<file path="config.mk">
export PLATFORM = sky130hd
export DESIGN_NAME = had_regs_top
export DESIGN_NICKNAME = d
export VERILOG_FILES = /design/src/hw/had_pkg.sv /design/src/hw/had_sel_if.sv /design/src/hw/had_common_regs.sv /design/src/hw/had_dbg_fifo.sv /design/src/hw/had_dr_capture.sv /design/src/hw/had_ir_decode.sv /design/src/hw/had_regs_top.sv
export SDC_FILE = /design/constraint.sdc
export NUM_CORES = 1
export LEC_CHECK = 0
export BUFFER_PORTS_ARGS = -buffer_cell sky130_fd_sc_hd__buf_2
export CORE_ASPECT_RATIO = 0.9
export CORE_UTILIZATION = 30
export DETAILED_ROUTE_END_ITERATION = 10
export PLACE_DENSITY = 0.48
export SYNTH_ARGS = -nofsm -noshare
export SYNTH_HDL_FRONTEND = slang
export SYNTH_SLANG_ARGS = --single-unit
</file>
<file path="constraint.sdc">
create_clock -name forever_cpuclk -period 3.75 [get_ports forever_cpuclk]
set_input_delay 0.5625 -clock forever_cpuclk [delete_from_list [all_inputs] [get_ports forever_cpuclk]]
set_output_delay 0.5625 -clock forever_cpuclk [all_outputs]
set_load 0.01 [all_outputs]
</file>
<file path="src/hw/had_pkg.sv">
/*
 * HAD common register package
 * Shared vector types, instruction codes, the fixed ID word and the
 * debug FIFO sizing used by the two-core debug register block
 */

package had_pkg;

  //==========================================================================
  // Vector types
  //==========================================================================
  // Debugger read word
  typedef logic [63:0] had_word_t;
  // RSR, ID and DMS register value
  typedef logic [31:0] had_reg32_t;
  // Instruction register code
  typedef logic [7:0]  ir_code_t;
  // One bit per core slot, slot 0 in bit 0
  typedef logic [3:0]  core_mask_t;
  // FIFO occupancy, 0 up to FIFO_DEPTH
  typedef logic [2:0]  fifo_cnt_t;

  //==========================================================================
  // Debug FIFO sizing
  //==========================================================================
  localparam int FIFO_DEPTH = 4;
  localparam int FIFO_PTR_W = $clog2(FIFO_DEPTH);

  // Read and write pointer into the FIFO storage
  typedef logic [FIFO_PTR_W-1:0] fifo_ptr_t;

  //==========================================================================
  // Instruction codes
  //==========================================================================
  // Any other code selects no register and reads as zero
  localparam ir_code_t IR_ID       = 8'h02;
  localparam ir_code_t IR_RSR      = 8'h0a;
  localparam ir_code_t IR_DMS      = 8'h11;
  localparam ir_code_t IR_DBGFIFO2 = 8'h14;

  //==========================================================================
  // Identification register fields
  //==========================================================================
  // CPU instruction architecture
  localparam logic [1:0] ID_ARCH       = 2'b10;
  // RSR implemented
  localparam logic       ID_HAS_RSR    = 1'b1;
  // HACR is 16 bits wide
  localparam logic       ID_HACR_16    = 1'b1;
  // Second register bank, not built
  localparam logic       ID_BANK1      = 1'b0;
  // Debug data channel present
  localparam logic       ID_DDC        = 1'b1;
  localparam logic [3:0] ID_BKPT_NUM   = 4'd2;
  localparam logic [3:0] ID_REVISION   = 4'hb;
  localparam logic [3:0] ID_VERSION    = 4'h4;
  localparam logic [3:0] ID_ID_VERSION = 4'h3;

  // Assembled ID word, evaluates to 32'h080d2b43
  localparam had_reg32_t HAD_ID_VALUE = {4'b0000, ID_ARCH, 6'b000000, ID_HAS_RSR,
                                         ID_HACR_16, ID_BANK1, ID_DDC, ID_BKPT_NUM,
                                         ID_REVISION, ID_VERSION, ID_ID_VERSION};

  // Core slots 2 and 3 are not built and always read as held in reset
  localparam core_mask_t ABSENT_CORES = 4'b1100;

endpackage

</file>
<file path="src/hw/had_sel_if.sv">
/*
 * HAD register select bundle
 * Decoded one-hot register selects from the instruction register
 * to the read multiplexer and the capture stage
 */

`timescale 1ns/100ps

interface had_sel_if;

  // Identification register
  logic id_sel;
  // Reset status register
  logic rsr_sel;
  // Debug mask status register
  logic dms_sel;
  // Second debug FIFO, a read pops it
  logic dbgfifo2_sel;

  // Instruction decoder drives every select
  modport dec (
    output id_sel,
    output rsr_sel,
    output dms_sel,
    output dbgfifo2_sel
  );

  // Read side, mux and capture
  modport rd (
    input id_sel,
    input rsr_sel,
    input dms_sel,
    input dbgfifo2_sel
  );

endinterface

</file>
<file path="src/hw/had_common_regs.sv">
/*
 * HAD common registers
 * Reset status (RSR), identification (ID) and debug mask status (DMS)
 * registers, core debug mask outputs and the AND-OR read multiplexer
 * that also carries the DBGFIFO2 head
 */

`timescale 1ns/100ps

module had_common_regs (
  input  logic                forever_cpuclk,
  input  logic                core0_rst_b,
  input  logic                core1_rst_b,
  had_sel_if.rd               sel,
  input  had_pkg::core_mask_t sysio_had_dbg_mask,
  input  had_pkg::had_word_t  dbgfifo2_data,
  output had_pkg::had_word_t  common_regs_data,
  output logic                core0_had_dbg_mask,
  output logic                core1_had_dbg_mask
);

  //==========================================================================
  // RSR
  //==========================================================================
  // Per-core reset flags
  logic core_rst0;
  logic core_rst1;

  had_pkg::core_mask_t core_rst;
  had_pkg::had_reg32_t rsr_data;

  // Set while core 0 is in reset
  // Clears on the first clock after release
  always_ff @(posedge forever_cpuclk or negedge core0_rst_b)
  begin
    if (!core0_rst_b)
      core_rst0 <= 1'b1;
    else
      core_rst0 <= 1'b0;
  end

  // Same for core 1 on its own reset
  always_ff @(posedge forever_cpuclk or negedge core1_rst_b)
  begin
    if (!core1_rst_b)
      core_rst1 <= 1'b1;
    else
      core_rst1 <= 1'b0;
  end

  // Absent slots read as held in reset
  assign core_rst = {2'b00, core_rst1, core_rst0} | had_pkg::ABSENT_CORES;
  assign rsr_data = {28'b0, core_rst};

  //==========================================================================
  // ID and DMS
  //==========================================================================
  had_pkg::had_reg32_t id_data;
  had_pkg::had_reg32_t dms_data;

  // Fixed identification word
  assign id_data  = had_pkg::HAD_ID_VALUE;
  // System debug mask as seen by the debugger
  assign dms_data = {28'b0, sysio_had_dbg_mask};

  // Only cores 0 and 1 exist
  assign core0_had_dbg_mask = sysio_had_dbg_mask[0];
  assign core1_had_dbg_mask = sysio_had_dbg_mask[1];

  //==========================================================================
  // Read multiplexer
  //==========================================================================
  // Each source gated by its own select
  had_pkg::had_word_t fifo_term;
  had_pkg::had_word_t rsr_term;
  had_pkg::had_word_t id_term;
  had_pkg::had_word_t dms_term;

  assign fifo_term = {64{sel.dbgfifo2_sel}} & dbgfifo2_data;
  assign rsr_term  = {64{sel.rsr_sel}}      & {32'b0, rsr_data};
  assign id_term   = {64{sel.id_sel}}       & {32'b0, id_data};
  assign dms_term  = {64{sel.dms_sel}}      & {32'b0, dms_data};

  // No select reads as zero
  assign common_regs_data = fifo_term | rsr_term | id_term | dms_term;

endmodule

</file>
<file path="src/hw/had_dbg_fifo.sv">
/*
 * HAD second debug FIFO
 * Four-deep 64-bit circular buffer filled by the cores and popped
 * by debugger reads of DBGFIFO2
 * The head reads zero when empty
 */

`timescale 1ns/100ps

module had_dbg_fifo (
  input  logic              forever_cpuclk,
  input  logic              core0_rst_b,
  input  logic              fifo_push,
  input  had_pkg::had_word_t fifo_wdata,
  input  logic              fifo_pop,
  output had_pkg::had_word_t head_data,
  output logic              fifo_full,
  output logic              fifo_empty
);

  //==========================================================================
  // Storage and pointers
  //==========================================================================
  // Entry storage
  had_pkg::had_word_t mem [had_pkg::FIFO_DEPTH];

  had_pkg::fifo_ptr_t wr_ptr;
  had_pkg::fifo_ptr_t rd_ptr;
  had_pkg::fifo_cnt_t fifo_cnt;

  // Qualified enables
  logic wr_en;
  logic rd_en;

  // Push into a full FIFO is lost
  assign wr_en = fifo_push && !fifo_full;
  // Pop of an empty FIFO does nothing
  assign rd_en = fifo_pop && !fifo_empty;

  //==========================================================================
  // Write side
  //==========================================================================
  always_ff @(posedge forever_cpuclk)
  begin
    if (wr_en)
      mem[wr_ptr] <= fifo_wdata;
  end

  // Pointer width matches the depth, so the last entry wraps to zero
  always_ff @(posedge forever_cpuclk or negedge core0_rst_b)
  begin
    if (!core0_rst_b)
      wr_ptr <= '0;
    else if (wr_en)
      wr_ptr <= wr_ptr + 1'b1;
  end

  //==========================================================================
  // Read side
  //==========================================================================
  always_ff @(posedge forever_cpuclk or negedge core0_rst_b)
  begin
    if (!core0_rst_b)
      rd_ptr <= '0;
    else if (rd_en)
      rd_ptr <= rd_ptr + 1'b1;
  end

  // Occupancy count
  // Push and pop together leave it unchanged
  always_ff @(posedge forever_cpuclk or negedge core0_rst_b)
  begin
    if (!core0_rst_b)
      fifo_cnt <= '0;
    else if (wr_en && !rd_en)
      fifo_cnt <= fifo_cnt + 1'b1;
    else if (rd_en && !wr_en)
      fifo_cnt <= fifo_cnt - 1'b1;
  end

  // Status flags
  assign fifo_empty = (fifo_cnt == '0);
  assign fifo_full  = (fifo_cnt == had_pkg::fifo_cnt_t'(had_pkg::FIFO_DEPTH));

  // Oldest word or zero when nothing is held
  assign head_data = fifo_empty ? '0 : mem[rd_ptr];

  // Capture stage must only pop a FIFO that holds data
  a_no_pop_empty : assert property (
    @(posedge forever_cpuclk) disable iff (!core0_rst_b)
    fifo_pop |-> !fifo_empty
  );

endmodule

</file>
<file path="src/hw/had_dr_capture.sv">
/*
 * HAD data register capture
 * Latches the multiplexed register word on the capture strobe, flags
 * it valid for one cycle and pops DBGFIFO2 on a read of it
 */

`timescale 1ns/100ps

module had_dr_capture (
  input  logic               forever_cpuclk,
  input  logic               core0_rst_b,
  input  logic               dr_capture,
  had_sel_if.rd              sel,
  input  had_pkg::had_word_t common_regs_data,
  input  logic               fifo_empty,
  output logic               fifo_pop,
  output had_pkg::had_word_t dr_data,
  output logic               dr_valid
);

  //==========================================================================
  // FIFO pop
  //==========================================================================
  // Same cycle as the capture, so the FIFO advances on the capture edge
  // Empty FIFO reads zero and is left alone
  assign fifo_pop = dr_capture && sel.dbgfifo2_sel && !fifo_empty;

  //==========================================================================
  // Data register
  //==========================================================================
  // Zero until the first capture
  always_ff @(posedge forever_cpuclk or negedge core0_rst_b)
  begin
    if (!core0_rst_b)
      dr_data <= '0;
    else if (dr_capture)
      dr_data <= common_regs_data;
  end

  // One-cycle valid behind each capture
  always_ff @(posedge forever_cpuclk or negedge core0_rst_b)
  begin
    if (!core0_rst_b)
      dr_valid <= 1'b0;
    else
      dr_valid <= dr_capture;
  end

  // Valid two cycles running only for back-to-back captures
  a_valid_one_shot : assert property (
    @(posedge forever_cpuclk) disable iff (!core0_rst_b)
    (dr_valid && $past(dr_valid)) |-> ($past(dr_capture) && $past(dr_capture, 2))
  );

endmodule

</file>
<file path="src/hw/had_ir_decode.sv">
/*
 * HAD instruction register
 * Loads an instruction code on the update strobe and holds it as
 * registered one-hot register selects until the next update
 */

`timescale 1ns/100ps

module had_ir_decode (
  input  logic             forever_cpuclk,
  input  logic             core0_rst_b,
  input  logic             ir_update,
  input  had_pkg::ir_code_t ir_code,
  had_sel_if.dec           sel
);

  //==========================================================================
  // Code decode
  //==========================================================================
  // Next selects from the code on the bus
  logic id_sel_d;
  logic rsr_sel_d;
  logic dms_sel_d;
  logic dbgfifo2_sel_d;

  // Held selects, stand in for the loaded code
  logic id_sel_q;
  logic rsr_sel_q;
  logic dms_sel_q;
  logic dbgfifo2_sel_q;

  // Exact code match, anything else gives no select
  assign id_sel_d       = (ir_code == had_pkg::IR_ID);
  assign rsr_sel_d      = (ir_code == had_pkg::IR_RSR);
  assign dms_sel_d      = (ir_code == had_pkg::IR_DMS);
  assign dbgfifo2_sel_d = (ir_code == had_pkg::IR_DBGFIFO2);

  //==========================================================================
  // Select registers
  //==========================================================================
  // Reset leaves no register selected
  always_ff @(posedge forever_cpuclk or negedge core0_rst_b)
  begin
    if (!core0_rst_b)
    begin
      id_sel_q       <= 1'b0;
      rsr_sel_q      <= 1'b0;
      dms_sel_q      <= 1'b0;
      dbgfifo2_sel_q <= 1'b0;
    end
    else if (ir_update)
    begin
      id_sel_q       <= id_sel_d;
      rsr_sel_q      <= rsr_sel_d;
      dms_sel_q      <= dms_sel_d;
      dbgfifo2_sel_q <= dbgfifo2_sel_d;
    end
  end

  // Onto the select bundle
  assign sel.id_sel       = id_sel_q;
  assign sel.rsr_sel      = rsr_sel_q;
  assign sel.dms_sel      = dms_sel_q;
  assign sel.dbgfifo2_sel = dbgfifo2_sel_q;

  // Mux relies on at most one select
  a_sel_onehot0 : assert property (
    @(posedge forever_cpuclk) disable iff (!core0_rst_b)
    $onehot0({sel.id_sel, sel.rsr_sel, sel.dms_sel, sel.dbgfifo2_sel})
  );

endmodule

</file>
<file path="src/hw/had_regs_top.sv">
/*
 * HAD common register block top level
 * Instruction decoder, second debug FIFO, common registers and the
 * data register capture stage, joined by a select bundle
 */

`timescale 1ns/100ps

module had_regs_top (
  input  logic                forever_cpuclk,
  input  logic                core0_rst_b,
  input  logic                core1_rst_b,
  // Debugger side
  input  logic                ir_update,
  input  had_pkg::ir_code_t   ir_code,
  input  logic                dr_capture,
  output had_pkg::had_word_t  dr_data,
  output logic                dr_valid,
  // Core side
  input  logic                fifo_push,
  input  had_pkg::had_word_t  fifo_wdata,
  output logic                fifo_full,
  output logic                fifo_empty,
  // System debug mask
  input  had_pkg::core_mask_t sysio_had_dbg_mask,
  output logic                core0_had_dbg_mask,
  output logic                core1_had_dbg_mask
);

  //==========================================================================
  // Internal paths
  //==========================================================================
  // FIFO head into the mux
  had_pkg::had_word_t head_data;
  // Mux output into the data register
  had_pkg::had_word_t common_regs_data;
  // Pop request back to the FIFO
  logic               fifo_pop;

  // Decoded selects
  had_sel_if sel_if ();

  //==========================================================================
  // Blocks
  //==========================================================================
  had_ir_decode u_ir_decode (
    .forever_cpuclk (forever_cpuclk),
    .core0_rst_b    (core0_rst_b),
    .ir_update      (ir_update),
    .ir_code        (ir_code),
    .sel            (sel_if.dec)
  );

  had_dbg_fifo u_dbg_fifo (
    .forever_cpuclk (forever_cpuclk),
    .core0_rst_b    (core0_rst_b),
    .fifo_push      (fifo_push),
    .fifo_wdata     (fifo_wdata),
    .fifo_pop       (fifo_pop),
    .head_data      (head_data),
    .fifo_full      (fifo_full),
    .fifo_empty     (fifo_empty)
  );

  had_common_regs u_common_regs (
    .forever_cpuclk     (forever_cpuclk),
    .core0_rst_b        (core0_rst_b),
    .core1_rst_b        (core1_rst_b),
    .sel                (sel_if.rd),
    .sysio_had_dbg_mask (sysio_had_dbg_mask),
    .dbgfifo2_data      (head_data),
    .common_regs_data   (common_regs_data),
    .core0_had_dbg_mask (core0_had_dbg_mask),
    .core1_had_dbg_mask (core1_had_dbg_mask)
  );

  had_dr_capture u_dr_capture (
    .forever_cpuclk   (forever_cpuclk),
    .core0_rst_b      (core0_rst_b),
    .dr_capture       (dr_capture),
    .sel              (sel_if.rd),
    .common_regs_data (common_regs_data),
    .fifo_empty       (fifo_empty),
    .fifo_pop         (fifo_pop),
    .dr_data          (dr_data),
    .dr_valid         (dr_valid)
  );

endmodule

</file>
==> impl_metrics.sql <==
INSERT INTO impl_metrics (metric_group, metric, value, unit) VALUES
('status', 'status', 'finished, final reports clean', ''),
('grt', 'pin_count_of_the_biggest_net_entering_global_routing', '70', ''),
('clock_tree', 'postCtsResizedCells', '0', ''),
('sta', 'worst_pin_slew', '1.03', 'ns'),
('detailed_routing', 'detail_route.iter0.violations', '435', ''),
('setup_path', 'timing.reg2reg.worst_path_depth', '4', ''),
('final_layout', 'post_route_cells_drive_above_1_share', '0.331', ''),
('final_layout', 'antenna_cells', '0', ''),
('detailed_routing', 'drt-vias-per-instance', '4.44', ''),
('detailed_routing', 'avgRoutedWirePerCell', '19.9', 'um'),
('setup_path', 'critPathBufInv', '1', ''),
('final_layout', 'multi_input_area', '2440', 'um^2'),
('setup_path', 'crit_path_max_incr_delay', '0.63', 'ns'),
('setup_path', 'cpLargestDelayFamily', 'simple AND/OR/NAND/NOR gates', ''),
('setup_path', 'critical_path.max_fanout', '35', ''),
('clock_tree', 'clk-insertion-delay-late', '0.53', 'ns'),
('synthesis', 'ys_types', '31', ''),
('setup_path', 'worstPathArrival', '2.66', 'ns'),
('sta', 'period_needed', '2.44', 'ns'),
('setup_path', 'r2r_setup_slack', '1.31', 'ns'),
('clock_tree', 'clk_sinks', '334', ''),
('floorplan', 'top_level_ports', '151', ''),
('setup_path', 'r2r_end', 'u_dbg_fifo.mem[0][52]', ''),
('synthesis', 'synth-seq-cells', '334', ''),
('floorplan', 'die_area', '42400', 'um^2'),
('final_layout', 'final_net_count', '935', ''),
('synthesis', 'mappedNetlistArea', '12500', 'um^2'),
('synthesis', 'synth.avg_cell_area', '18.5', 'um^2'),
('setup_path', 'timing.critical_path.cells', 'nor3b_1 > nor2b_1 > and2_4 > buf_4', ''),
('sta', 'final-setup-viol-count', '0', ''),
('run', 'drv.max_cap_violation_count', '0', ''),
('detailed_routing', 'postRouteWirelength', '28100', 'um'),
('setup_path', 'end_kind', 'register', ''),
('placed_design', 'port_buffers', '150', ''),
('synthesis', 'yosysTopAreaCellShare', '0.616', ''),
('grt', 'grt_overflow_total', '0', ''),
('power', 'total_leakage_power', '5.48', 'nW'),
('final_layout', 'ff_latch_area', '9650', 'um^2'),
('grt', 'grt_pass1_wl', '42900', 'um'),
('clock_tree', 'cts_tree', 'yes', ''),
('clock_tree', 'cts-root-to-sink-buffers', '3', ''),
('detailed_routing', 'vias', '6289', ''),
('sta', 'finalClockSkew', '0.0203', 'ns'),
('synthesis', 'synth_sequential_area_ratio', '0.773', ''),
('sta', 'timing.final.crit_share', '0.651', ''),
('clock_tree', 'clock_pin_slew_worst_setup_and_hold_paths', '0.06', 'ns'),
('sta', 'timing.fmax', '410', 'MHz'),
('grt', 'first_global_vias', '6779', ''),
('synthesis', 'yosys_warnings', '0', ''),
('setup_path', 'r2r-start', 'u_dbg_fifo.fifo_cnt[2]', ''),
('power', 'power.ir.vdd_worst', '0.284', 'mV'),
('synthesis', 'number_of_instances_in_the_synthesized_netlist', '675', ''),
('synthesis', 'netlist_top_cells_area', 'sky130_fd_sc_hd__edfxtp_1 62%, sky130_fd_sc_hd__dfrtp_1 15%, sky130_fd_sc_hd__mux4_2 12%, sky130_fd_sc_hd__nand2_1 2.0%, sky130_fd_sc_hd__inv_1 1.8%', ''),
('setup_path', 'crit_type', 'reg -> reg', ''),
('placed_design', 'gp_congestion', '0.695', ''),
('sta', 'aggregate_negative_setup_slack', '0', 'ns'),
('detailed_routing', 'drt_drc_violations_left', '0', ''),
('clock_tree', 'cts-root-buf', 'sky130_fd_sc_hd__clkbuf_16', ''),
('clock_tree', 'number_of_levels_the_h_tree_was_split_into', '2', ''),
('grt', 'antenna_violations_before_repair', '2', ''),
('sta', 'grt_setup_unrepaired', 'no', ''),
('floorplan', 'die_height', '196', 'um'),
('final_layout', 'fillCellCount', '3877', ''),
('setup_path', 'worstPathRequired', '3.97', 'ns'),
('floorplan', 'floorplan.die.width', '217', 'um'),
('placed_design', 'dp.final_hpwl', '17300', 'um'),
('grt', 'grtUsageTotal', '0.135', ''),
('sta', 'hold_viol', '0', ''),
('detailed_routing', 'drt.antenna.violating_nets', '0', ''),
('final_layout', 'core_utilization_of_the_finished_layout', '0.369', ''),
('power', 'powerDensity', '641', 'nW/um^2');
timing repair:
item | in CTS | in global routing
setup endpoints to repair | 0 | 0
hold buffers | 1 | 0
buffers inserted | 0 | 0
endpoints found under the hold margin | 1 | 0
layer usage:
layer  wire length, um  part of all wire  vias up  global-route usage
met5                26           0.00093        -                   0
met3              1360             0.049       40              0.0274
li1                  -                 -     2867                   -
met2             12500              0.45      153               0.204
met1             13800              0.49     3225               0.197
met4               444             0.016        4              0.0352
cell usage in the layout, fill, tap and decap left out, drive strengths merged:
master / Yosys / layout
xor2: 3 / 3
o21ai: 53 / 53
clkinvlp: 0 / 2
nand2b: 10 / 10
dlygate4sd3: 0 / 1
fa: 1 / 1
nor3: 2 / 2
nor2: 8 / 8
xnor2: 3 / 3
nand3b: 2 / 2
o311a: 1 / 1
dfrtp: 76 / 76
edfxtp: 256 / 256
ha: 5 / 5
dfstp: 2 / 2
a21oi: 4 / 4
buf: 24 / 164
nor2b: 1 / 1
clkbuf: 8 / 49
and2: 4 / 4
mux2: 2 / 2
conb: 1 / 2
nand2: 65 / 65
a221oi: 2 / 2
nor3b: 1 / 1
nand3: 12 / 12
o22ai: 4 / 4
inv: 59 / 61
mux4: 64 / 64
bufinv: 0 / 3
clkinv: 0 / 10
a21o: 2 / 2
kinds of logic after synthesis:
| family | after synthesis | synth area share |
|---|---|---|
| flops | 334 | 0.773 |
| simple gates | 105 | 0.0369 |
| buf+inv | 91 | 0.0339 |
| compound gates | 66 | 0.0283 |
| mux | 66 | 0.117 |
| fa+ha+maj | 6 | 0.00662 |
| xor+xnor | 6 | 0.00421 |
| other cells | 1 | 0.000300 |
power by group:
part           switching, mW  total (mW)  internal [mW]
Clock                   1.44        3.51           2.07
Combinational          0.736        1.31          0.575
Sequential             0.184        4.84           4.65
Total                   2.36        9.66           7.30
how the worst max path moves through the flow:
stage / cells after the start / from / endpoint
after floorplan: 4 / u_dbg_fifo.fifo_cnt[2] / u_dbg_fifo.mem[0][0]
after global placement: 4 / fifo_push / u_dbg_fifo.mem[0][6]
after detailed placement: 4 / fifo_push / u_dbg_fifo.mem[0][50]
after CTS: 4 / u_dbg_fifo.fifo_cnt[2] / u_dbg_fifo.mem[1][12]
after global routing: 4 / u_dbg_fifo.fifo_cnt[2] / u_dbg_fifo.mem[0][52]
final: 4 / u_dbg_fifo.fifo_cnt[2] / u_dbg_fifo.mem[0][52]
area by class of cell:
| class | instances | share of cell area |
|---|---|---|
| clock inverters | 17 | 0.0113 |
| multi-input cells | 251 | 0.162 |
| inverters | 59 | 0.0147 |
| flip-flops and latches | 334 | 0.641 |
| repair buffers | 165 | 0.0603 |
| well taps | 540 | 0.0449 |
| clock buffers | 49 | 0.0658 |
synthesized netlist by cell type:
master	instances
sky130_fd_sc_hd__clkbuf_1	8
sky130_fd_sc_hd__buf_4	8
sky130_fd_sc_hd__edfxtp_1	256
sky130_fd_sc_hd__buf_6	5
sky130_fd_sc_hd__fa_1	1
sky130_fd_sc_hd__dfstp_2	2
sky130_fd_sc_hd__nand2b_1	10
sky130_fd_sc_hd__a21oi_1	4
sky130_fd_sc_hd__xnor2_1	3
sky130_fd_sc_hd__xor2_1	3
sky130_fd_sc_hd__o22ai_1	4
sky130_fd_sc_hd__o311a_1	1
sky130_fd_sc_hd__nor3b_1	1
sky130_fd_sc_hd__nand3_1	12
sky130_fd_sc_hd__nand3b_1	2
sky130_fd_sc_hd__a21o_1	2
sky130_fd_sc_hd__nor2b_1	1
sky130_fd_sc_hd__buf_2	11
sky130_fd_sc_hd__mux2_2	2
sky130_fd_sc_hd__a221oi_1	2
sky130_fd_sc_hd__inv_1	59
sky130_fd_sc_hd__o21ai_0	24
sky130_fd_sc_hd__dfrtp_1	76
sky130_fd_sc_hd__nor3_1	2
sky130_fd_sc_hd__nand2_1	65
sky130_fd_sc_hd__ha_1	5
sky130_fd_sc_hd__and2_1	4
sky130_fd_sc_hd__mux4_2	64
sky130_fd_sc_hd__conb_1	1
sky130_fd_sc_hd__nor2_1	8
sky130_fd_sc_hd__o21ai_1	29
through the flow:
stage | setup slack (ns) | area (um^2) | total power [mW] | cells | hold WS (ns)
2_1_floorplan | 0.959 | 12500 | 5.77 | 676 | 0.267
3_3_place_gp | 1.20 | 13900 | 6.26 | 1348 | 0.490
3_5_place_dp | 1.15 | 13900 | 6.28 | 1348 | 0.491
4_1_cts | 1.24 | 15100 | 9.83 | 1415 | 0.221
5_1_grt | 1.12 | 15100 | 10.1 | 1415 | 0.237
6_report | 1.31 | 15100 | 9.66 | 1415 | 0.208
sequential cells by signal, indices dropped and copies added (netlist names):
signal                        count
u_ir_decode.sel.dms_sel           1
u_ir_decode.sel.id_sel            1
u_dbg_fifo.fifo_cnt               3
u_dbg_fifo.rd_ptr                 2
u_dr_capture.dr_data             64
u_common_regs.core_rst0           1
u_dbg_fifo.wr_ptr                 2
u_dbg_fifo.mem                  256
u_common_regs.core_rst1           1
u_ir_decode.sel.dbgfifo2_sel      1
u_dr_capture.dr_valid             1
u_ir_decode.sel.rsr_sel           1
worst register-to-register path, cell delays in order (launching register included):
cell and delay, ns:
sky130_fd_sc_hd__dfrtp_1 0.42, sky130_fd_sc_hd__nor3b_1 0.17, sky130_fd_sc_hd__nor2b_1 0.54, sky130_fd_sc_hd__and2_4 0.63, sky130_fd_sc_hd__buf_4 0.38
No activity file was read; power rests on OpenSTA's default activity.
